<file path="config.mk">
export PLATFORM = sky130hd
export DESIGN_NAME = fx3Bridge
export DESIGN_NICKNAME = d
export VERILOG_FILES = /design/src/logic/busPkg.sv /design/src/logic/fx3Pkg.sv /design/src/logic/fx3Bridge.sv
export SDC_FILE = /design/constraint.sdc
export NUM_CORES = 1
export LEC_CHECK = 0
export ABC_CLOCK_PERIOD_IN_PS = 3800
export CORE_MARGIN = 2
export CORE_UTILIZATION = 58
export DETAILED_ROUTE_END_ITERATION = 16
export DONT_BUFFER_PORTS = 1
export PLACE_DENSITY = 0.76
export REMOVE_ABC_BUFFERS = 1
export SYNTH_ARGS = -nofsm -noshare
export SYNTH_HDL_FRONTEND = slang
export SYNTH_SLANG_ARGS = --single-unit
export TNS_END_PERCENT = 1
</file>
<file path="constraint.sdc">
create_clock -name BUS_CLK -period 3.8 [get_ports BUS_CLK]
set_clock_uncertainty 0.15 [all_clocks]
set_input_delay 0.19 -clock BUS_CLK [delete_from_list [all_inputs] [get_ports BUS_CLK]]
set_output_delay 0.19 -clock BUS_CLK [all_outputs]
set_load 0.03 [all_outputs]
</file>
<file path="src/logic/busPkg.sv">
package busPkg;

    ////////////////////////////////////////////////////////////////////////////
    // Internal bus

    typedef struct packed {
        logic [31:0] addr;
        logic [31:0] wrData;
        logic        wr;          // Single cycle write strobe
        logic        rd;          // Single cycle read strobe
        logic        byteAccess;  // One byte per access, low lane of wrData
    } busReq_t;

    // Read data comes one cycle after the rd strobe
    typedef struct packed {
        logic [31:0] rdData;
    } busRsp_t;

    ////////////////////////////////////////////////////////////////////////////
    // Address map

    localparam logic [31:0] CFG_BASE = 32'h0000_0000;
    localparam int unsigned CFG_SIZE = 16;   // Bytes
    localparam logic [31:0] MEM_BASE = 32'h0000_1000;

    localparam int CFG_OFFSET_W = $clog2(CFG_SIZE);

    typedef logic [CFG_OFFSET_W-1:0] cfgOffset_t;

    // Configuration register offsets
    localparam cfgOffset_t REG_CONTROL     = 'h0;
    localparam cfgOffset_t REG_SCRATCH     = 'h4;
    localparam cfgOffset_t REG_WRITE_COUNT = 'h8;   // Read only

    localparam int CTRL_BYTE_MODE = 0;   // Bit in REG_CONTROL

endpackage

</file>
<file path="src/logic/fx3Pkg.sv">
package fx3Pkg;

    // Host side of the slave-FIFO port, as seen by the bridge
    typedef struct packed {
        logic        cs;        // Frames one transaction
        logic        wr;        // Data word valid on a write
        logic        oe;        // Host wants read data
        logic [31:0] data;      // Address, length or write data
    } hostReq_t;

    // Bridge outputs back to the host
    typedef struct packed {
        logic [31:0] data;      // Read word
        logic        dataOe;    // Bridge owns the data lines
        logic        rdy;       // Next write word may follow
        logic        ack;       // Read word valid
        logic        rdFinish;  // Read burst done
    } hostRsp_t;

endpackage
</file>
<file path="src/logic/fx3Bridge.sv">
module fx3Bridge (
    input  logic             BUS_CLK,
    input  logic             BUS_RST,
    input  fx3Pkg::hostReq_t hostReq,
    output fx3Pkg::hostRsp_t hostRsp,
    input  logic             byteMode,
    output busPkg::busReq_t  busReq,
    input  busPkg::busRsp_t  busRsp
);

    typedef enum logic [2:0] {
        IDLE,
        ADDR,
        LENGTH,
        WR_STREAM,
        RD_STREAM,
        FINISH
    } state_t;

    state_t           state;
    fx3Pkg::hostReq_t reqQ;         // Host inputs after the input register
    logic             modeQ;        // Byte mode, frozen per transaction
    logic [31:0]      addrCnt;
    logic [31:0]      lenQ;         // Transfer length in bytes
    logic [31:0]      byteCnt;      // Bytes already put on the bus
    logic [30:0]      wordsLeft;    // Host words not yet asked for
    logic [31:0]      wrShift;      // Rest of the word being unpacked
    logic             unpacking;
    busPkg::busReq_t  busReqQ;

    logic             startReq;
    logic [30:0]      lenWords;
    logic [31:0]      step;
    logic             lastByte;
    logic             wordDone;
    logic             lastReq;
    logic             wrIssue;
    logic [31:0]      byteSrc;

    // Tags that travel with a read until its data returns
    logic [1:0]       issueLane;
    logic             issueEnd;
    logic             issueFinal;
    logic [1:0]       retLane;
    logic             retValid;
    logic             retEnd;
    logic             retFinal;

    logic [31:0]      packQ;
    logic [31:0]      packNext;
    logic [31:0]      hostDataQ;
    logic             rdyQ;
    logic             ackQ;
    logic             lastAckQ;
    logic             rdFinishQ;

    assign startReq = hostReq.cs && !reqQ.cs;   // Address word in flight on rising cs
    assign lenWords = 31'(({1'b0, reqQ.data} + 33'd3) >> 2);
    assign step     = modeQ ? 32'd1 : 32'd4;
    assign lastByte = (byteCnt + 32'd1 == lenQ);
    assign wordDone = modeQ ? (byteCnt[1:0] == 2'd3 || lastByte) : 1'b1;
    assign lastReq  = modeQ ? lastByte : (byteCnt + 32'd4 >= lenQ);
    assign wrIssue  = reqQ.wr || (modeQ && unpacking);
    assign byteSrc  = unpacking ? wrShift : reqQ.data;

    ////////////////////////////////////////////////////////////////////////////
    // Transaction FSM and request side

    always_ff @(posedge BUS_CLK)
    begin
        if (BUS_RST)
        begin
            state      <= IDLE;
            reqQ       <= '0;
            modeQ      <= 1'b0;
            addrCnt    <= '0;
            lenQ       <= '0;
            byteCnt    <= '0;
            wordsLeft  <= '0;
            wrShift    <= '0;
            unpacking  <= 1'b0;
            busReqQ    <= '0;
            rdyQ       <= 1'b0;
            issueLane  <= '0;
            issueEnd   <= 1'b0;
            issueFinal <= 1'b0;
        end
        else
        begin
            reqQ       <= hostReq;
            busReqQ.wr <= 1'b0;
            busReqQ.rd <= 1'b0;

            case (state)
                IDLE:
                begin
                    if (startReq)
                    begin
                        modeQ <= byteMode;   // Mode changes apply per transaction
                        state <= ADDR;
                    end
                end
                ADDR:
                begin
                    addrCnt <= reqQ.data;
                    state   <= LENGTH;
                end
                LENGTH:
                begin
                    lenQ      <= reqQ.data;
                    byteCnt   <= '0;
                    unpacking <= 1'b0;
                    if (reqQ.data == 32'd0)
                        state <= FINISH;
                    else if (reqQ.oe)
                        state <= RD_STREAM;   // oe is up by the length word on a read
                    else
                    begin
                        state     <= WR_STREAM;
                        rdyQ      <= 1'b1;    // First word request
                        wordsLeft <= lenWords - 31'd1;
                    end
                end
                WR_STREAM:
                begin
                    // Word mode keeps rdy up one cycle per remaining word
                    rdyQ <= !modeQ && wordsLeft != '0;
                    if (!modeQ && wordsLeft != '0)
                        wordsLeft <= wordsLeft - 31'd1;

                    if (wrIssue)
                    begin
                        busReqQ.wr         <= 1'b1;
                        busReqQ.addr       <= addrCnt;
                        busReqQ.byteAccess <= modeQ;
                        busReqQ.wrData     <= modeQ ? {24'h0, byteSrc[7:0]} : reqQ.data;
                        addrCnt            <= addrCnt + step;
                        byteCnt            <= byteCnt + step;
                        unpacking          <= modeQ && !wordDone;
                        wrShift            <= {8'h00, byteSrc[31:8]};   // LSB first

                        // In byte mode the next word is asked for once this one is used up
                        if (modeQ && wordDone && wordsLeft != '0)
                        begin
                            rdyQ      <= 1'b1;
                            wordsLeft <= wordsLeft - 31'd1;
                        end
                        if (lastReq)
                            state <= FINISH;
                    end
                end
                RD_STREAM:
                begin
                    if (reqQ.oe)   // oe low holds off new reads
                    begin
                        busReqQ.rd         <= 1'b1;
                        busReqQ.addr       <= addrCnt;
                        busReqQ.byteAccess <= modeQ;
                        addrCnt            <= addrCnt + step;
                        byteCnt            <= byteCnt + step;
                        issueLane          <= modeQ ? byteCnt[1:0] : 2'd0;
                        issueEnd           <= wordDone;
                        issueFinal         <= lastReq;
                        if (lastReq)
                            state <= FINISH;
                    end
                end
                FINISH:
                begin
                    rdyQ <= 1'b0;
                    if (!hostReq.cs)   // Wait for the host to close the transaction
                        state <= IDLE;
                end
                default:
                    state <= IDLE;
            endcase
        end
    end

    ////////////////////////////////////////////////////////////////////////////
    // Read return, packing and host strobes

    always_ff @(posedge BUS_CLK)
    begin
        if (BUS_RST)
        begin
            retValid  <= 1'b0;
            retLane   <= '0;
            retEnd    <= 1'b0;
            retFinal  <= 1'b0;
            ackQ      <= 1'b0;
            lastAckQ  <= 1'b0;
            rdFinishQ <= 1'b0;
        end
        else
        begin
            retValid  <= busReqQ.rd;   // Slave data shows up the cycle after this
            retLane   <= issueLane;
            retEnd    <= issueEnd;
            retFinal  <= issueFinal;
            ackQ      <= retValid && retEnd;
            lastAckQ  <= retValid && retFinal;
            rdFinishQ <= lastAckQ;     // One cycle behind the last ack
        end
    end

    always_comb
    begin
        packNext = (retLane == 2'd0) ? 32'h0 : packQ;   // New word starts zero filled
        packNext[retLane*8 +: 8] = busRsp.rdData[7:0];
    end

    always_ff @(posedge BUS_CLK)
    begin
        if (retValid)
        begin
            packQ <= packNext;
            if (retEnd)
                hostDataQ <= modeQ ? packNext : busRsp.rdData;
        end
    end

    assign hostRsp.data     = hostDataQ;
    assign hostRsp.dataOe   = hostReq.oe && hostReq.cs;
    assign hostRsp.rdy      = rdyQ;
    assign hostRsp.ack      = ackQ;
    assign hostRsp.rdFinish = rdFinishQ;

    assign busReq = busReqQ;

endmodule

</file>
=== Yosys cells after proc, flatten, opt, wreduce, memory -nomap -nowiden ===
Index checks and enable logic that the tools add are counted.

* Bits in registers: 335
* Bits of input ports: 70
* Output and inout bits: 103

* Add/subtract/negate cells: 8
* Magnitude comparators: 1
* Equal/unequal tests: 13
* Shifts and indexed selects: 2
* Multiplexer cells: 42
* Bitwise gates (word level): 2
* Reduce and logical (&&, ||, !) cells: 36

{| class="wikitable"
|+ Operators by type and width
! cell !! count
|-
| 32-bit two-way mux || 9
|-
| 32-bit case mux with 3 select lines || 2
|-
| 31-bit two-way mux || 5
|-
| 65-bit two-way mux || 1
|-
| 32-bit by 3-bit adder with 32-bit output || 2
|-
| 32-bit case mux with 2 select lines || 1
|-
| 31-bit case mux with 2 select lines || 1
|-
| 31-bit by 1-bit subtractor with 31-bit output, second input constant || 2
|-
| 5-bit negator with 34-bit output || 1
|-
| 8-bit by 34-bit variable shift with 32-bit output, first input constant || 1
|-
| 8-bit by 34-bit indexed part select with 32-bit output || 1
|-
| 32-bit by 2-bit adder with 33-bit output, second input constant || 1
|-
| 32-bit by 1-bit adder with 32-bit output, second input constant || 1
|-
| 32-bit by 3-bit adder with 32-bit output, second input constant || 1
|-
| 32-bit bitwise mux || 1
|-
| 32-bit == test || 1
|-
| 32-bit >= comparator || 1
|-
| 32-bit logical NOT || 1
|-
| 31-bit nonzero test || 1
|-
| 3-bit two-way mux || 8
|-
| 3-bit case mux with 6 select lines || 1
|-
| 3-bit AND reduction || 5
|-
| 2-bit inequality test, second input constant || 6
|-
| 2-bit AND reduction || 5
|-
| other kinds (18) || 45
|}

=== Depth between registers and ports, before layout ===
* Word-level depth: 9
* Depth in mapped cells: 16
* Gate-level depth less buffers: 15

=== Worst setup path after synthesis ===
No wires, ideal clock.

* Path kind: reg2reg
* Start: register byteCnt[1]
* End: register wordsLeft[5]
* Setup time: 0.117 ns
* Data arrival time: 3.552 ns
* Data required time: 3.533 ns
* Slack: -0.019 ns
* Cell stages (with the launch flop): 13
* Period minus slack after synthesis: 3.819 ns
* Cell sequence: dfxtp_1 ha_1 clkbuf_1 nand4_4 nor3_1 a21oi_1 or4b_1 or4_4 nor4b_4 o21ai_2 buf_6 or3_1 a32o_1

* Word-level cells in the longest chain between the ends: 9
* Elaborated cells between the ends (all ways): 10

{| class="wikitable"
|+ RTL lines
! what !! RTL line !! source
|-
| start: declaration || fx3Bridge.sv:25 || <nowiki>logic [31:0] byteCnt;</nowiki>
|-
| start signal: assignment || fx3Bridge.sv:138 || <nowiki>byteCnt <= byteCnt + step;</nowiki>
|-
| start signal: assignment || fx3Bridge.sv:160 || <nowiki>byteCnt <= byteCnt + step;</nowiki>
|-
| 32-bit by 1-bit adder with 32-bit output || fx3Bridge.sv:60 || <nowiki>assign lastByte = (byteCnt + 32'd1 == lenQ);</nowiki>
|-
| 32-bit == test || fx3Bridge.sv:60 ||
|-
| 1-bit logical OR (*) || fx3Bridge.sv:61 || <nowiki>assign wordDone = modeQ ? (byteCnt[1:0] == 2'd3 || lastByte) : 1'b1;</nowiki>
|-
| 1-bit two-way mux (*) || fx3Bridge.sv:61 ||
|-
| 1-bit logical AND (*) (2 in series) || fx3Bridge.sv:143 || <nowiki>if (modeQ && wordDone && wordsLeft != '0)</nowiki>
|-
| 31-bit two-way mux (*) || fx3Bridge.sv:143 ||
|-
| 31-bit two-way mux (*) || fx3Bridge.sv:131 || <nowiki>if (wrIssue)</nowiki>
|-
| 31-bit case mux with 2 select lines (*) || fx3Bridge.sv:94 || <nowiki>case (state)</nowiki>
|-
| end signal: assignment || fx3Bridge.sv:121 || <nowiki>wordsLeft <= lenWords - 31'd1;</nowiki>
|-
| end signal: assignment || fx3Bridge.sv:129 || <nowiki>wordsLeft <= wordsLeft - 31'd1;</nowiki>
|-
| end signal: assignment || fx3Bridge.sv:146 || <nowiki>wordsLeft <= wordsLeft - 31'd1;</nowiki>
|-
| end: declaration || fx3Bridge.sv:26 || <nowiki>logic [30:0] wordsLeft;</nowiki>
|}

Every way passes the cells marked *; elsewhere a longest branch is shown, timed or not.
A chain may end at the register's enable or synchronous reset.

=== Worst setup path in the final report ===
* Start: register byteCnt[2]
* End: register wordsLeft[3]

* Word-level cells in the longest chain between the ends: 9

{| class="wikitable"
|+ RTL lines
! what !! RTL line
|-
| 32-bit by 1-bit adder with 32-bit output || fx3Bridge.sv:60
|-
| 32-bit == test || fx3Bridge.sv:60
|-
| 1-bit logical OR || fx3Bridge.sv:61
|-
| 1-bit two-way mux || fx3Bridge.sv:61
|-
| 1-bit logical AND (2 in series) || fx3Bridge.sv:143
|-
| 31-bit two-way mux || fx3Bridge.sv:143
|-
| 31-bit two-way mux || fx3Bridge.sv:131
|-
| 31-bit case mux with 2 select lines || fx3Bridge.sv:94
|}

No other way between the ends.

==> run metrics <==
Area Overhead vs Synth 17.9%; Final Util 0.691; share of the synthesized area in the top cell type 0.303; Hold Violations, Final 7; Routed WL 59100 µm; # setup viols final 0; cells after synthesis 2116; area leader, netlist dfxtp_1; number of port buffers 0; main area contributors after synthesis dfxtp_1 30%, edfxtp_1 11%, nand2_1 5.5%, a21oi_1 4.8%, nor2_1 3.9%; Starting Density 0.586; Pwr Total 9.32 mW; CTS Root Cell clkbuf_16; Bufs on Longest Clock Path 3; mapped cell area 17900 µm²; All-Layer GR Usage 0.352; critical path type reg -> reg; Critical Path RT 4.08 ns; GPL Wtd Cong 0.991; Syn Area/Cell 8.45 µm²; Final Cycle Share 0.974; nets 2347; WHS -0.0553 ns; number of flops mapped to enable cells by yosys 64; hpwl dp 40100 µm; core area 30500 µm²; placed cell areas 18900 µm²; Setup WS pre-CTS 0.00175 ns; post-route cell area 21100 µm²; Max Slew Vio Count 0; DR WL/cell 22.3 µm; initial antenna violation count 0; layout cells sized above 1 0.134; minimum clock period 3.70 ns; placed cells 2497; unrepaired setup endpoints after global routing true; ant diodes 0; ys async rst share 0; vias in the first global route 16100; Die ar. 32300 µm²; via count 17200; Rows 64; CP arrival 3.98 ns; CTS tree done; Vias/cell 6.47; final setup margin 0.0983 ns; DR pass1 iterations 6; Clock Sinks 335; synth unique cells 83; worst-path fanout max 10; drt drc 0; Iter 0 DRT Violations 1906; Top FF cell, synth dfxtp_1; Die X 180 µm; # IOs 173; post-synthesis sequential area ratio 0.411; Peak VDD IR 391 µV; Clock transition at path regs 0.06 ns; HP Class in -> reg; Peak Freq 270 MHz; die height 180 µm; crit start category register; first-pass GRT wire length 91200 µm; slew of the pin with the lowest slew margin 0.983 ns; Post-Layout Cell Count 2652; slew margin rel. 0.344; Power Density 442 nW/µm²; DRT antenna net count 0; leakage power total 7.74 nW; pin count of the biggest net entering global routing 203; clock insertion delay at the later pin of the skew report 0.54 ns; outcome finished, violations left; setup_tns 0 ns; total grt overflow 0; cts bufs inserted 36; MaxCap Viol Count 0; Ys Warns 0; FF+latch count, synth 335; failing checks hold timing; H-tree levels 2; Setup crit end kind register
## final cells by class
| cell class | count | area [µm²] |
|---|---|---|
| repair buffers | 245 | 2080 |
| multi-input cells | 1562 | 9760 |
| clock buffers | 49 | 1000 |
| fillers | 2405 | 9420 |
| flip-flops and latches | 335 | 7350 |
| well taps | 396 | 495 |
| inverters | 49 | 184 |
| clock inverters | 16 | 219 |
## cell usage after synthesis, drive strengths merged, types with 27 or more instances
master and number:
clkbuf 134, nor3 61, dfxtp 271, a211oi 33
nand2 264, nor2 189, a22o 42, nand2b 27
buf 36, a21oi 171, nand3 102, mux2 34
ha 48, edfxtp 64, nor2b 46, nand4 44
or3 32, xor2 60, xnor2 68, inv 49
o21ai 56
## cell families (layout without fill, tap and decap cells)
logic type | after synthesis | after routing | share of synthesized area
AO/OA/AOI/OAI | 453 | 453 | 0.165
XOR/XNOR | 128 | 128 | 0.0627
adder cells (fa/ha/maj) | 48 | 48 | 0.0336
buffers and inverters | 219 | 359 | 0.0505
flip-flops | 335 | 335 | 0.411
multiplexers | 55 | 55 | 0.0332
AND/OR/NAND/NOR | 878 | 878 | 0.244
## flip-flops by register name, summed over array words and instances (netlist names), 2 cells and up
name,cells
wrShift,24
retLane,2
addrCnt,32
wordsLeft,31
state,3
hostDataQ,32
byteCnt,32
issueLane,2
reqQ,35
packQ,32
lenQ,32
busReq,67
## cell usage in the layout, fill, tap and decap left out, drive strengths merged, types with 7 or more instances in the layout
cell type	synthesis	layout
and2	14	14
a21o	11	11
o311ai	7	7
a211oi	33	33
clkinv	0	7
edfxtp	64	64
nand3b	12	12
clkbuf	134	49
o211ai	14	14
nor3	61	61
or3	32	32
nor4	25	25
ha	48	48
and4	8	8
xnor2	68	68
a311oi	12	12
a21oi	171	171
and3	15	15
dlygate4sd3	0	87
a22o	42	42
or4	15	15
nor2b	46	46
nand3	102	102
nor2	189	189
dfxtp	271	271
mux2	34	34
buf	36	158
nand2	264	264
mux2i	21	21
xor2	60	60
o21ai	56	56
o22ai	11	11
inv	49	52
a31oi	21	21
a22oi	17	17
nand4	44	44
nand2b	27	27
## metal layers
| metal | up-vias | wire [µm] | track usage |
|---|---|---|---|
| met2 | 1034 | 26600 | 0.557 |
| met3 | 175 | 6230 | 0.0711 |
| met4 | 0 | 2550 | 0.143 |
| li1 | 7771 | - | - |
| met5 | - | 0 | 0 |
| met1 | 8174 | 23800 | 0.471 |
## where the power goes
part / internal (mW) / leakage, nW / switching (mW)
Sequential: 3.73 / 2.78 / 0.175
Combinational: 0.680 / 4.36 / 1.07
Clock: 2.15 / 0.594 / 1.52
## path summary, 6_finish.rpt
| path | slack [ns] | depth (start not counted) | startpoint | end |
|---|---|---|---|---|
| setup reg to reg | 0.1 | 11 | byteCnt[2] | wordsLeft[3] |
| setup / recovery | 0.1 | 11 | byteCnt[2] | wordsLeft[3] |
| hold / removal | -0.06 | 2 | BUS_RST | addrCnt[25] |
| hold reg to reg | 0.30 | 2 | wrShift[23] | wrShift[23] |
## worst max-delay path, stage by stage, from the launching register on
cell,delay (ns)
dfxtp_1,0.33
buf_4,0.18
nand3_1,0.18
nor4_2,0.32
xnor2_1,0.09
or4b_1,0.52
or4_4,0.59
nor4b_4,0.23
buf_4,0.19
o21ai_2,0.16
or3_1,0.38
a32o_1,0.27
## what timing repair did
action,4_1_cts,5_1_grt
hold endpoints to repair,282,0
gates resized for setup,1,23
setup buffers,0,2
endpoints found under the setup margin,1,27
pin swaps,0,2
hold buffers,88,0
Power figures use the tool's default switching activity.
