`src/logic/busPkg.sv`:
```
package busPkg;

    ////////////////////////////////////////////////////////////////////////////
    // Internal bus

    typedef struct packed {
        logic [31:0] addr;
        logic [31:0] wrData;
        logic        wr;          // Single cycle write strobe
        logic        rd;          // Single cycle read strobe
        logic        byteAccess;  // One byte per access, low lane of wrData
    } busReq_t;

    // Read data comes one cycle after the rd strobe
    typedef struct packed {
        logic [31:0] rdData;
    } busRsp_t;

    ////////////////////////////////////////////////////////////////////////////
    // Address map

    localparam logic [31:0] CFG_BASE = 32'h0000_0000;
    localparam int unsigned CFG_SIZE = 16;   // Bytes
    localparam logic [31:0] MEM_BASE = 32'h0000_1000;

    localparam int CFG_OFFSET_W = $clog2(CFG_SIZE);

    typedef logic [CFG_OFFSET_W-1:0] cfgOffset_t;

    // Configuration register offsets
    localparam cfgOffset_t REG_CONTROL     = 'h0;
    localparam cfgOffset_t REG_SCRATCH     = 'h4;
    localparam cfgOffset_t REG_WRITE_COUNT = 'h8;   // Read only

    localparam int CTRL_BYTE_MODE = 0;   // Bit in REG_CONTROL

endpackage

```
`src/logic/busDecoder.sv`:
```
module busDecoder #(
    parameter int MEM_WORDS = 256
) (
    input  logic            BUS_CLK,
    input  logic            BUS_RST,
    input  busPkg::busReq_t busReq,
    output logic            cfgSel,
    output logic            memSel,
    input  logic [31:0]     cfgRdData,
    input  logic [31:0]     memRdData,
    output busPkg::busRsp_t busRsp
);

    localparam logic [31:0] MEM_BYTES = 32'(MEM_WORDS * 4);

    logic cfgRdQ;
    logic memRdQ;

    // Offset compare that wraps below the base
    assign cfgSel = (busReq.addr - busPkg::CFG_BASE) < busPkg::CFG_SIZE;
    assign memSel = (busReq.addr - busPkg::MEM_BASE) < MEM_BYTES;

    // Select follows rd by one cycle to meet the returning data
    always_ff @(posedge BUS_CLK)
    begin
        if (BUS_RST)
        begin
            cfgRdQ <= 1'b0;
            memRdQ <= 1'b0;
        end
        else
        begin
            cfgRdQ <= cfgSel && busReq.rd;
            memRdQ <= memSel && busReq.rd;
        end
    end

    always_comb
    begin
        if (cfgRdQ)
            busRsp.rdData = cfgRdData;
        else if (memRdQ)
            busRsp.rdData = memRdData;
        else
            busRsp.rdData = '0;   // Unmapped
    end

endmodule

```
`config.mk`:
```
export PLATFORM = sky130hd
export DESIGN_NAME = busDecoder
export DESIGN_NICKNAME = d
export VERILOG_FILES = /design/src/logic/busPkg.sv /design/src/logic/busDecoder.sv
export SDC_FILE = /design/constraint.sdc
export NUM_CORES = 1
export LEC_CHECK = 0
export BUFFER_PORTS_ARGS = -buffer_cell sky130_fd_sc_hd__buf_4
export CORE_AREA = 2 2 65 67
export CTS_CLUSTER_DIAMETER = 120
export DETAILED_ROUTE_END_ITERATION = 10
export DIE_AREA = 0 0 67 69
export SYNTH_ARGS = -nofsm -noshare
export SYNTH_HDL_FRONTEND = slang
export SYNTH_SLANG_ARGS = --single-unit
export TNS_END_PERCENT = 20
```
`constraint.sdc`:
```
create_clock -name BUS_CLK -period 1.9 [get_ports BUS_CLK]
set_clock_uncertainty 0.15 [all_clocks]
set_input_delay 0.285 -clock BUS_CLK [delete_from_list [all_inputs] [get_ports BUS_CLK]]
set_output_delay 0.285 -clock BUS_CLK [all_outputs]
set_load 0.02 [all_outputs]
```
# Yosys cells after proc, flatten, opt, wreduce, memory -nomap -nowiden
# Cells that the tools add are included.
# W data, S select, Z words.
# op_classes
addsub	1
reduce_logical	2
order_cmp	2
mux	2
# op_table
cell	n
$mux W32	2
$lt A32 B11 Y1 const B	1
$lt A32 B5 Y1 const B	1
$sub A32 B13 Y32 const B	1
$logic_and A1 B1 Y1	2
# word_totals
wordCells	9
output_inout_bits	34
register_bits	2

# Logic depth before layout (Yosys ltp)
# Gate-level depths: netlist (run 1).
# logic_depth
depth_word	3
depth_mapped	4

# Worst setup path before layout (run 1)
# OpenSTA, ideal clock, no wires.
# synth_path
path_kind	input-to-output
start	input busReq[56] (netlist name)
end	output memSel
stages	4
setup_slack_ps	-386
path_buffers	0
t_required_ps	1465
arrival_ps	1851
path_cell_list	or4_4 nor3_4 a211oi_1 nor4_1
# synth_via
elab_chain_len	2
# synth_rtl
element	line_no	source
from (decl)	busDecoder.sv:6	input busPkg::busReq_t busReq,
$sub A32 B13 Y32	busDecoder.sv:21	assign memSel = (busReq.addr - busPkg::MEM_BASE) < MEM_BYTES;
$lt A32 B11 Y1	busDecoder.sv:21	
to (decl)	busDecoder.sv:8	output logic memSel,
# Every way passes these cells.

# Final worst setup path (run 1)
# layout_path
start	input busReq[59] (netlist name)
end	output memSel
# The elaborated chain is that of the path after synthesis.

==> results by group, run 1 <==
Power
  – LEAKAGE: 0.902 nW
  – Peak supply drop: between 0.1 and 0.15 mV
  – P per Cell Area: 222 nW/um2

Setup path
  – CP max-delay cell: or4_4
  – CP required: roughly 1.5 ns
  – CP arrival: about 1.6 ns
  – Critical path class: in -> out
  – Crit start category: input port
  – Critical path endpoint category: output pin
  – Cell Chain, Critical Path: buf_6 -> or4_4 -> nor3_4 -> a211oi_2 -> nor4_4 -> buf_4
  – CP peak stage delay: between 0.5 and 0.6 ns
  – Worst Path Max Fanout: 2

Finish
  – Area Growth Syn to Fin: 206%
  – Design area: between 1500 and 2000 um2
  – Most common cell after layout, fill and taps aside: buf_4
  – Layout cells sized above 1: between 70% and 80%
  – Final std cells w/o fill: 261
  – # nets final: ~350
  – # fillers: 415
  – Commonest cells after routing, fill and taps aside: buf_4 (133), a22o_1 (30), nor2_1 (6)
  – Antenna Cells: 0

Placement
  – PortBufs: between 100 and 150
  – Placed Area: between 1500 and 2000 um2
  – DP Wirelength: approximately 3000 um
  – Dpl cells: around 260
  – GPL Wtd Cong: between 0.6 and 0.7

Clock tree
  – Clk sinks: 2
  – Clk slew on worst S/H paths: approximately 0.030 ns
  – TritonCTS clock tree: yes
  – Clock root buffer: clkbuf_8
  – TritonCTS buffer count: 3
  – Post-CTS setup buffer count: 0
  – CTS HTree Levels: 1
  – Clk buf depth: 2

Timing
  – Slew margin rel.: approximately 79%
  – Crit share post-route: 106%
  – Post-route minimum period: between 2 and 2.5 ns
  – Final worst slack: -0.105 ns
  – Fin. max-slew vios: 0
  – Unrepaired setup endpoints after global routing: yes
  – Final hold viol count: 0
  – Setup-violating endpoint count in the final report: 2
  – Worst-margin pin slew: about 0.31 ns
  – Peak Freq: between 400 and 500 MHz

Hold path
  – Hold Path Class: in -> reg

Routing
  – Vias per cell: 4.54
  – WL final: roughly 3400 um
  – Drt wl/cell: around 13 um
  – DRC: 0
  – Vias: 1,184
  – Detail Route Antenna Nets: 0
  – Iteration-0 DRC Markers: 35
  – Pre-antenna DRT Iters: 3

Logic synthesis
  – Seq cells post-synth: 2
  – Ys Warns: 0
  – Synth cell types: 21
  – Number of synthesized flops with an enable pin: 0
  – Synth Instances: 77
  – Syn Area/Cell: roughly 7.4 um2
  – Syn Nets: 210
  – Ys flop type: dfxtp_1
  – Post-synthesis sequential area ratio: between 7 and 8%
  – Mapped cell area: roughly 570 um2
  – Ys async rst share: 0%

GRT
  – Initial antenna violation count: 0
  – Total global routing overflow: 0
  – Tot GR Track Use: 13.7%
  – Pin count of the biggest net entering global routing: 31
  – First-pass GRT wire length: between 5000 and 6000 um
  – Number of global-route vias before repair: between 1,000 and 1,500

Floorplanning
  – DIE AREA: 4620 um2
  – I/O pin cnt: about 170
  – Die span in x: about 67 um
  – Site row count: 23
  – Core box area: between 3000 and 4000 um2
  – Initial Util: 14.5%
  – Die height: ~69 um

Run status
  – Status: finished with violations
  – Failing checks: negative setup slack

Flow run
  – Maxcap violations: 0
sequential cells by signal, indices dropped and copies added (netlist names):
| name | flops |
|---|---|
| cfgRdQ | 1 |
| memRdQ | 1 |
area by class of cell:
cell class,count,area (um2),area share (%)
flip-flops and latches,2,40.0,2.30
clock buffers,3,41.3,2.37
repair buffers,138,1060,61.0
well taps,50,62.6,3.59
multi-input cells,68,537,30.8
routing by layer:
metal	up-vias	wire length, um	part of all wire [%]	track usage [%]
li1	591	-	-	-
met1	502	1110	33	12.7
met2	85	1700	50	25.3
met3	6	527	15	5.71
met4	0	68	2.0	5.90
met5	-	0	0	0
power by group:
| group | switching (mW) | internal (mW) | leakage (nW) |
|---|---|---|---|
| combinational | 0.0425 | 0.136 | 0.865 |
| sequential | 0.00000000344 | 0.0424 | 0.0161 |
| clock | 0.0315 | 0.134 | 0.0216 |
| total | 0.0740 | 0.312 | 0.902 |
logic make-up after synthesis:
family                    count (synthesis)  synth area share (%)
xor gates and xnor gates                  1                  1.54
buffers and inverters                     7                  4.62
and+or+nand+nor                          34                  37.6
AOI/OAI and AO/OA                        33                  49.2
DFF                                       2                  7.03
final timing paths:
check	from	end	slack [ns]	depth (start not counted)
min	BUS_RST	cfgRdQ	0.1	2
max	busReq[59]	memSel	-0.11	6
cell usage after synthesis (2+ instances only):
| library cell | number | share of area (%) |
|---|---|---|
| o21ai_0 | 2 | 1.8 |
| nand2_1 | 5 | 3.3 |
| dfxtp_1 | 2 | 7.0 |
| nand3b_1 | 2 | 2.6 |
| a22o_1 | 30 | 46 |
| nand3_1 | 2 | 1.8 |
| or4_4 | 2 | 4.0 |
| nor3_1 | 3 | 2.6 |
| nor4_1 | 5 | 5.5 |
| and3_1 | 2 | 2.2 |
| nor2_1 | 6 | 4.0 |
| clkbuf_1 | 7 | 4.6 |
per-stage QoR:
stage | setup slack (ns) | setup TNS (ns) | util (%) | hold WS [ns] | power [mW]
after global placement | -0.156 | -0.228 | 42.8 | 0.315 | 0.216
final | -0.105 | -0.111 | 44.6 | 0.0978 | 0.387
after global routing | -0.174 | -0.249 | 44.6 | 0.103 | 0.414
after detailed placement | -0.147 | -0.223 | 42.8 | 0.316 | 0.219
after CTS | -0.115 | -0.140 | 44.4 | 0.0949 | 0.394
after floorplan | 0.0316 | 0 | - | 0.206 | 0.0569
what timing repair did:
item / in CTS / in global routing
setup endpoints to repair: 2 / 2
hold buffers: 0 / 0
pin swaps: 3 / 0
gates resized for setup: 5 / 1
critical path: cells and delay by family:
| family | cells | cell delay (ns) |
|---|---|---|
| buffers and inverters | 2 | 0.27 |
| AO/OA/AOI/OAI | 1 | 0.12 |
| AND/OR/NAND/NOR | 3 | 0.89 |
(Power assumes the default switching activity.)
==> run 2: changes to the inputs <==
CORE_AREA = unset   (was 2 2 65 67)
CORE_ASPECT_RATIO = 0.5   (was unset)
CORE_UTILIZATION = 17   (was unset)
DIE_AREA = unset   (was 0 0 67 69)
PLACE_DENSITY = 0.75   (was unset)
clock period = 1.7 ns   (was 1.9 ns; I/O delays follow)
==> results by group, run 2 (synthesized netlist as in run 1, its figures left out) <==
Setup path
  – CP bufs+invs: 2 (unchanged)
  – Critical path class: in -> out
  – Cell Chain, Critical Path: buf_6 -> or4_4 -> nor3_4 -> a211oi_2 -> nor4_4 -> buf_4
  – CP required: 1.29 ns (-0.17 ns)
  – CP peak stage delay: 0.55 ns (about the same)
  – Crit start category: input port
  – CP max-delay cell: or4_4
  – Crit path max-delay family: simple AND/OR/NAND/NOR gates
  – Worst Path Max Fanout: 2 (unchanged)
  – Critical path endpoint category: output pin
  – CP arrival: 1.54 ns (-0.03 ns)

Finish
  – Layout cells sized above 1: 73.0% (+1.5 points)
  – Antenna Cells: 0 (unchanged)
  – Biggest regs: cfgRdQ (1), memRdQ (1)
  – # nets final: 350 (+1.2%)
  – Area Growth Syn to Fin: 210%
  – Design area: 1770 um2 (+1.3%)
  – Most common cell after layout, fill and taps aside: buf_4
  – Commonest cells after routing, fill and taps aside: buf_4 (136), a22o_1 (30), buf_6 (6)

Routing
  – Vias: 1,177 (-0.59%)
  – Detail Route Antenna Nets: 0 (unchanged)
  – Vias per cell: 4.62 (+1.7%)
  – Pre-antenna DRT Iters: 8 (+5)
  – Iteration-0 DRC Markers: 30 (-14%)
  – DRC: 14 (+14)
  – Drt wl/cell: 12.3 um (-5.5%)
  – WL final: 3150 um (-7.7%)

Clock tree
  – CTS Hold Bufs: 0 (unchanged)
  – Clk slew on worst S/H paths: 0.03 ns (about the same)
  – Clk buf depth: 2 (unchanged)
  – Clock root buffer: clkbuf_8
  – TritonCTS clock tree: yes
  – CTS HTree Levels: 1 (unchanged)
  – Clk sinks: 2 (unchanged)
  – TritonCTS buffer count: 3 (unchanged)

Power
  – Switch Pwr: 0.0906 mW (+22%)
  – Sequential power share: 10.7% (-0.3 points)
  – Internal: 0.351 mW (+12%)
  – Sw frac: 20.5% (+1.3 points)
  – LEAKAGE: 0.923 nW (+2.3%)
  – Total power: 0.442 mW (+14%)
  – Logic gate share of total power: 46.0% (-0.3 points)
  – P per Cell Area: 250 nW/um2 (+13%)
  – Peak supply drop: 0.207 mV (+56%)
  – Power share of the clock group: 43.3% (+0.5 points)

Timing
  – Final hold viol count: 0 (unchanged)
  – Setup-violating endpoint count in the final report: 2 (unchanged)
  – Unrepaired setup endpoints after global routing: yes
  – Fin. max-slew vios: 0 (unchanged)
  – Final TNS setup: -0.484 ns (-0.373 ns)
  – Worst-margin pin slew: 0.315 ns (+0.00930 ns)
  – Final worst slack: -0.246 ns (-0.141 ns)
  – Post-route minimum period: ~1.9 ns
  – Slew margin rel.: 78.8% (-0.62 points)
  – Crit share post-route: 114%
  – Peak Freq: just over 500 MHz
  – Worst hold slack: 0.0631 ns (-0.0347 ns)

Run status
  – Status: finished with violations
  – Failing checks: design-rule violations, negative setup slack

Placement
  – GPL Wtd Cong: 0.739 (+9.2%)
  – PortBufs: 128 (unchanged)
  – DP Wirelength: 2710 um (-9.4%)
  – Placed Area: 1670 um2 (-0.45%)
  – Placement Setup Slack: -0.284 ns (-0.136 ns)

GRT
  – Tot GR Track Use: 17.2% (+3.4 points)
  – Number of global-route vias before repair: 1,140 (+1.3%)
  – Initial antenna violation count: 0 (unchanged)
  – Total global routing overflow: 0 (unchanged)
  – First-pass GRT wire length: 5030 um (+0.14%)
  – Pin count of the biggest net entering global routing: 21 (-32%)

Hold path
  – Hold Path Class: in -> reg
  – Hold-critical path depth: 2 (unchanged)
  – Min-delay src: BUS_RST
  – Hold path endpoint: cfgRdQ

Floorplanning
  – Initial Util: 18.4% (+3.8 points)
  – DIE AREA: 3600 um2 (-22%)
  – Site row count: 14 (-39%)
  – Core box area: 3100 um2 (-21%)
  – Die span in x: 83.8 um (+25%)
  – I/O pin cnt: 167 (unchanged)
  – Die height: 42.9 um (-38%)

Flow run
  – Maxcap violations: 0 (unchanged)
## run 2: area by class of cell
cell class	instances	area [um2]
clock buffers	3	41.3
fillers	305	1330
multi-input cells	68	547
flip-flops and latches	2	40.0
well taps	40	50.0
repair buffers	142	1090
## run 2: power groups by stage
stage | logic [mW] | registers, mW | clock network (mW)
final | 0.203 | 0.0473 | 0.191
after global routing | 0.220 | 0.0473 | 0.201
after CTS | 0.205 | 0.0473 | 0.197
after detailed placement | 0.200 | 0.0479 | 0
after global placement | 0.196 | 0.0479 | 0
after floorplan | 0.0157 | 0.0479 | 0
## run 2: worst max path at each step
stage	from	end	cells past startpoint	slack, ns
floorplan	busReq[56]	memSel	4	-0.09
global placement	busReq[56]	memSel	6	-0.28
detailed placement	busReq[56]	memSel	6	-0.28
CTS	busReq[57]	memSel	6	-0.25
global route	busReq[57]	memSel	6	-0.34
finish	busReq[57]	memSel	6	-0.25
## run 2: stage by stage
| stage | cells | util, % |
|---|---|---|
| detailed placement | 250 | 53.8 |
| global placement | 250 | 53.8 |
| global route | 255 | 57.0 |
| floorplan | 77 | - |
| CTS | 253 | 55.9 |
| finish | 255 | 57.0 |
## run 2: repair_timing
| item | CTS | global route |
|---|---|---|
| endpoints found under the setup margin | 2 | 20 |
| pin swaps | 3 | 1 |
| setup buffers | 0 | 1 |
| cloned | 0 | 1 |
| resized for setup | 5 | 7 |
## run 2: routing by layer
metal  vias to the layer above  track usage [%]  share of wire [%]
met5                         -                0                  0
met4                         0             4.83               0.51
met3                         2             4.09                8.6
met2                        59             32.3                 52
met1                       515             19.8                 39
li1                        601                -                  -
==> run 3: changes to the inputs <==
--- a/config.mk
+++ b/config.mk
@@ -7,8 +7,9 @@
 export LEC_CHECK = 0
+export ABC_AREA = 1
 export BUFFER_PORTS_ARGS = -buffer_cell sky130_fd_sc_hd__buf_4
 export CORE_ASPECT_RATIO = 0.5
-export CORE_UTILIZATION = 17
-export CTS_CLUSTER_DIAMETER = 120
+export CORE_UTILIZATION = 24
+export CTS_CLUSTER_DIAMETER = 60
 export DETAILED_ROUTE_END_ITERATION = 10
-export PLACE_DENSITY = 0.75
+export PLACE_DENSITY = 0.78
 export SYNTH_ARGS = -nofsm -noshare
--- a/constraint.sdc
+++ b/constraint.sdc
@@ -4,2 +4,2 @@
 set_output_delay 0.255 -clock BUS_CLK [all_outputs]
-set_load 0.02 [all_outputs]
+set_load 0.05 [all_outputs]
==> results by group, run 3 <==
Logic synthesis
  – Synth Instances: 195 (+150%)
  – Top cell type by total area after synthesis: nand2_1
  – Mapped cell area: 897 um2 (+58%)
  – Ys async rst share: 0% (unchanged)
  – Synth cell types: 19 (-9.5%)
  – Yosys top cell area share: 37.2% (-8.9 points)
  – Synth top cells by count: nand2_1 (89), nand3_1 (37), nor2_1 (20), inv_1 (15), clkbuf_1 (7)
  – Ys flop type: dfxtp_1
  – Post-synthesis sequential area ratio: 4.46% (-2.6 points)
  – Seq cells post-synth: 2 (unchanged)
  – Syn Nets: 328 (+56%)
  – Ys Warns: 0 (unchanged)
  – Most numerous cell in the Yosys netlist: nand2_1
  – Top cells by area, synth: nand2_1 (37%), nand3_1 (21%), nor2_1 (8.4%), inv_1 (6.3%), nor2_4 (6.3%)
  – Syn Area/Cell: 4.60 um2 (-38%)
  – Number of synthesized flops with an enable pin: 0 (unchanged)

Placement
  – GPL Wtd Cong: 0.846 (+14%)
  – PortBufs: 128 (unchanged)
  – Placed Area: 1970 um2 (+18%)
  – DP Wirelength: 3130 um (+16%)
  – Placement Setup Slack: -0.0404 ns (+0.243 ns)

Setup path
  – Worst Path Max Fanout: 3 (+1)
  – Critical path endpoint category: output pin
  – CP required: 1.29 ns (about the same)
  – CP arrival: 1.29 ns (-0.25 ns)
  – Crit start category: input port
  – Critical path class: in -> out

Finish
  – Layout cells sized above 1: 50.6% (-22 points)
  – Most common cell after layout, fill and taps aside: buf_4
  – Area Growth Syn to Fin: 135%
  – Biggest regs: cfgRdQ (1), memRdQ (1)
  – Design area: 2110 um2 (+19%)
  – Layout Utilization: 60.1% (+3.2 points)
  – # nets final: 461 (+32%)
  – Antenna Cells: 0 (unchanged)
  – Commonest cells after routing, fill and taps aside: buf_4 (128), nand2_1 (86), nand3_1 (35)

Routing
  – Pre-antenna DRT Iters: 7 (-1)
  – WL final: 3930 um (+25%)
  – Iteration-0 DRC Markers: 41 (+37%)
  – Vias: 1,654 (+41%)
  – DRC: 0 (-14)
  – Drt wl/cell: 10.4 um (-16%)
  – Vias per cell: 4.39 (-4.9%)
  – Detail Route Antenna Nets: 0 (unchanged)

GRT
  – First-pass GRT wire length: 5510 um (+9.5%)
  – Pin count of the biggest net entering global routing: 33 (+57%)
  – Total global routing overflow: 0 (unchanged)
  – Initial antenna violation count: 0 (unchanged)
  – Tot GR Track Use: 17.4% (+0.25 points)
  – Number of global-route vias before repair: 1,332 (+17%)

Clock tree
  – Clk buf depth: 2 (unchanged)
  – Clk slew on worst S/H paths: 0.03 ns (about the same)
  – Clock root buffer: clkbuf_8
  – CTS Hold Bufs: 0 (unchanged)
  – Clk sinks: 2 (unchanged)
  – CTS HTree Levels: 1 (unchanged)
  – TritonCTS buffer count: 3 (unchanged)
  – TritonCTS clock tree: yes

Power
  – Total power: 0.479 mW (+8.5%)
  – Peak supply drop: 0.133 mV (-36%)
  – Internal: 0.364 mW (+3.6%)
  – LEAKAGE: 1.21 nW (+31%)
  – P per Cell Area: 227 nW/um2 (-9.2%)
  – Sequential power share: 9.9% (-0.8 points)
  – Sw frac: 24.1% (+3.6 points)
  – Switch Pwr: 0.115 mW (+27%)
  – Power share of the clock group: 38.0% (-5.3 points)
  – Logic gate share of total power: 52.1% (+6.1 points)

Timing
  – Final worst slack: 0.00542 ns (+0.251 ns)
  – Fin. max-slew vios: 0 (unchanged)
  – Worst-margin pin slew: 0.252 ns (-0.0632 ns)
  – Unrepaired setup endpoints after global routing: yes
  – Crit share post-route: 99.7% (-15 points)
  – Post-route minimum period: 1.69 ns (-0.251 ns)
  – Peak Freq: 590 MHz (+15%)
  – Setup-violating endpoint count in the final report: 0 (-2)
  – Final hold viol count: 0 (unchanged)
  – Slew margin rel.: 83.1% (+4.2 points)
  – Worst hold slack: 0.181 ns (+0.118 ns)

Floorplanning
  – I/O pin cnt: 167 (unchanged)
  – Core box area: 3510 um2 (+13%)
  – Initial Util: 25.6% (+7.2 points)
  – Site row count: 15 (+1)
  – Die span in x: 88.5 um (+5.5%)
  – Die height: 45.2 um (+5.4%)
  – DIE AREA: 4000 um2 (+11%)

Flow run
  – Maxcap violations: 0 (unchanged)

Hold path
  – Hold Path Class: in -> reg

Run status
  – Status: complete, no violations
[run 3: cell count changes in the layout (fill, tap and decap cells not counted), sizes merged, moves of 2 or more]
cell,change
nor4,-2
nor3,-3
nand3,+36
or4,-3
a22o,-30
nor2,+23
buf,-4
and3,-2
inv,+15
nand2,+86
[run 3: cell families after synthesis]
kind of cell | share of synthesized area (%)
compound gates | 0.557
xor+xnor | 0.976
buf+inv | 10.6
flops | 4.46
simple gates | 83.4
[run 3: area by class of cell]
| cell class | count | area, um2 |
|---|---|---|
| Inverter | 15 | 56.3 |
| Multi-Input combinational cell | 168 | 815 |
| Tap cell | 51 | 63.8 |
| Timing Repair Buffer | 138 | 1090 |
| Fill cell | 338 | 1400 |
| Clock buffer | 3 | 41.3 |
| Sequential cell | 2 | 40.0 |
[run 3: power groups by stage]
| stage | clock, mW | combinational, mW | sequential, mW |
|---|---|---|---|
| after detailed placement | 0 | 0.228 | 0.0479 |
| after CTS | 0.187 | 0.235 | 0.0474 |
| after floorplan | 0 | 0.0393 | 0.0479 |
| final | 0.182 | 0.250 | 0.0474 |
| after global placement | 0 | 0.224 | 0.0479 |
| after global routing | 0.190 | 0.271 | 0.0473 |
[run 3: stage by stage]
| step | TNS (ns) | cells |
|---|---|---|
| floorplan | 0 | 195 |
| finish | 0 | 377 |
| detailed placement | -0.0404 | 372 |
| global route | -0.112 | 377 |
| CTS | 0 | 376 |
| global placement | -0.0124 | 372 |
[run 3: repair_timing]
item,in CTS,in global routing
setup buffers,1,1
setup endpoints to repair,1,29
pin swaps,10,13
cloned,0,0
gates resized for setup,7,18
[run 3: layer usage]
metal  vias up  track usage [%]  part of all wire, %
met5         -                0                    0
met4         0             5.81                    0
met3         0             2.01                  5.3
met2        50             35.8                   55
met1       729             19.0                   40
li1        875                -                    -
[run 3: path summary, 6_finish.rpt]
check	start	to	slack [ns]	cells after the start
worst max-delay path	busReq[52]	memSel	0.005	9
worst min-delay path	BUS_RST	memRdQ	0.18	4
[run 3: critical path, stage by stage]
cell     delay [ns]
buf_4          0.13
nor2_4         0.12
nand2_2        0.09
nor2_4         0.12
nand2_1        0.08
xor2_1         0.18
nand3_2        0.10
inv_2          0.07
buf_8          0.14
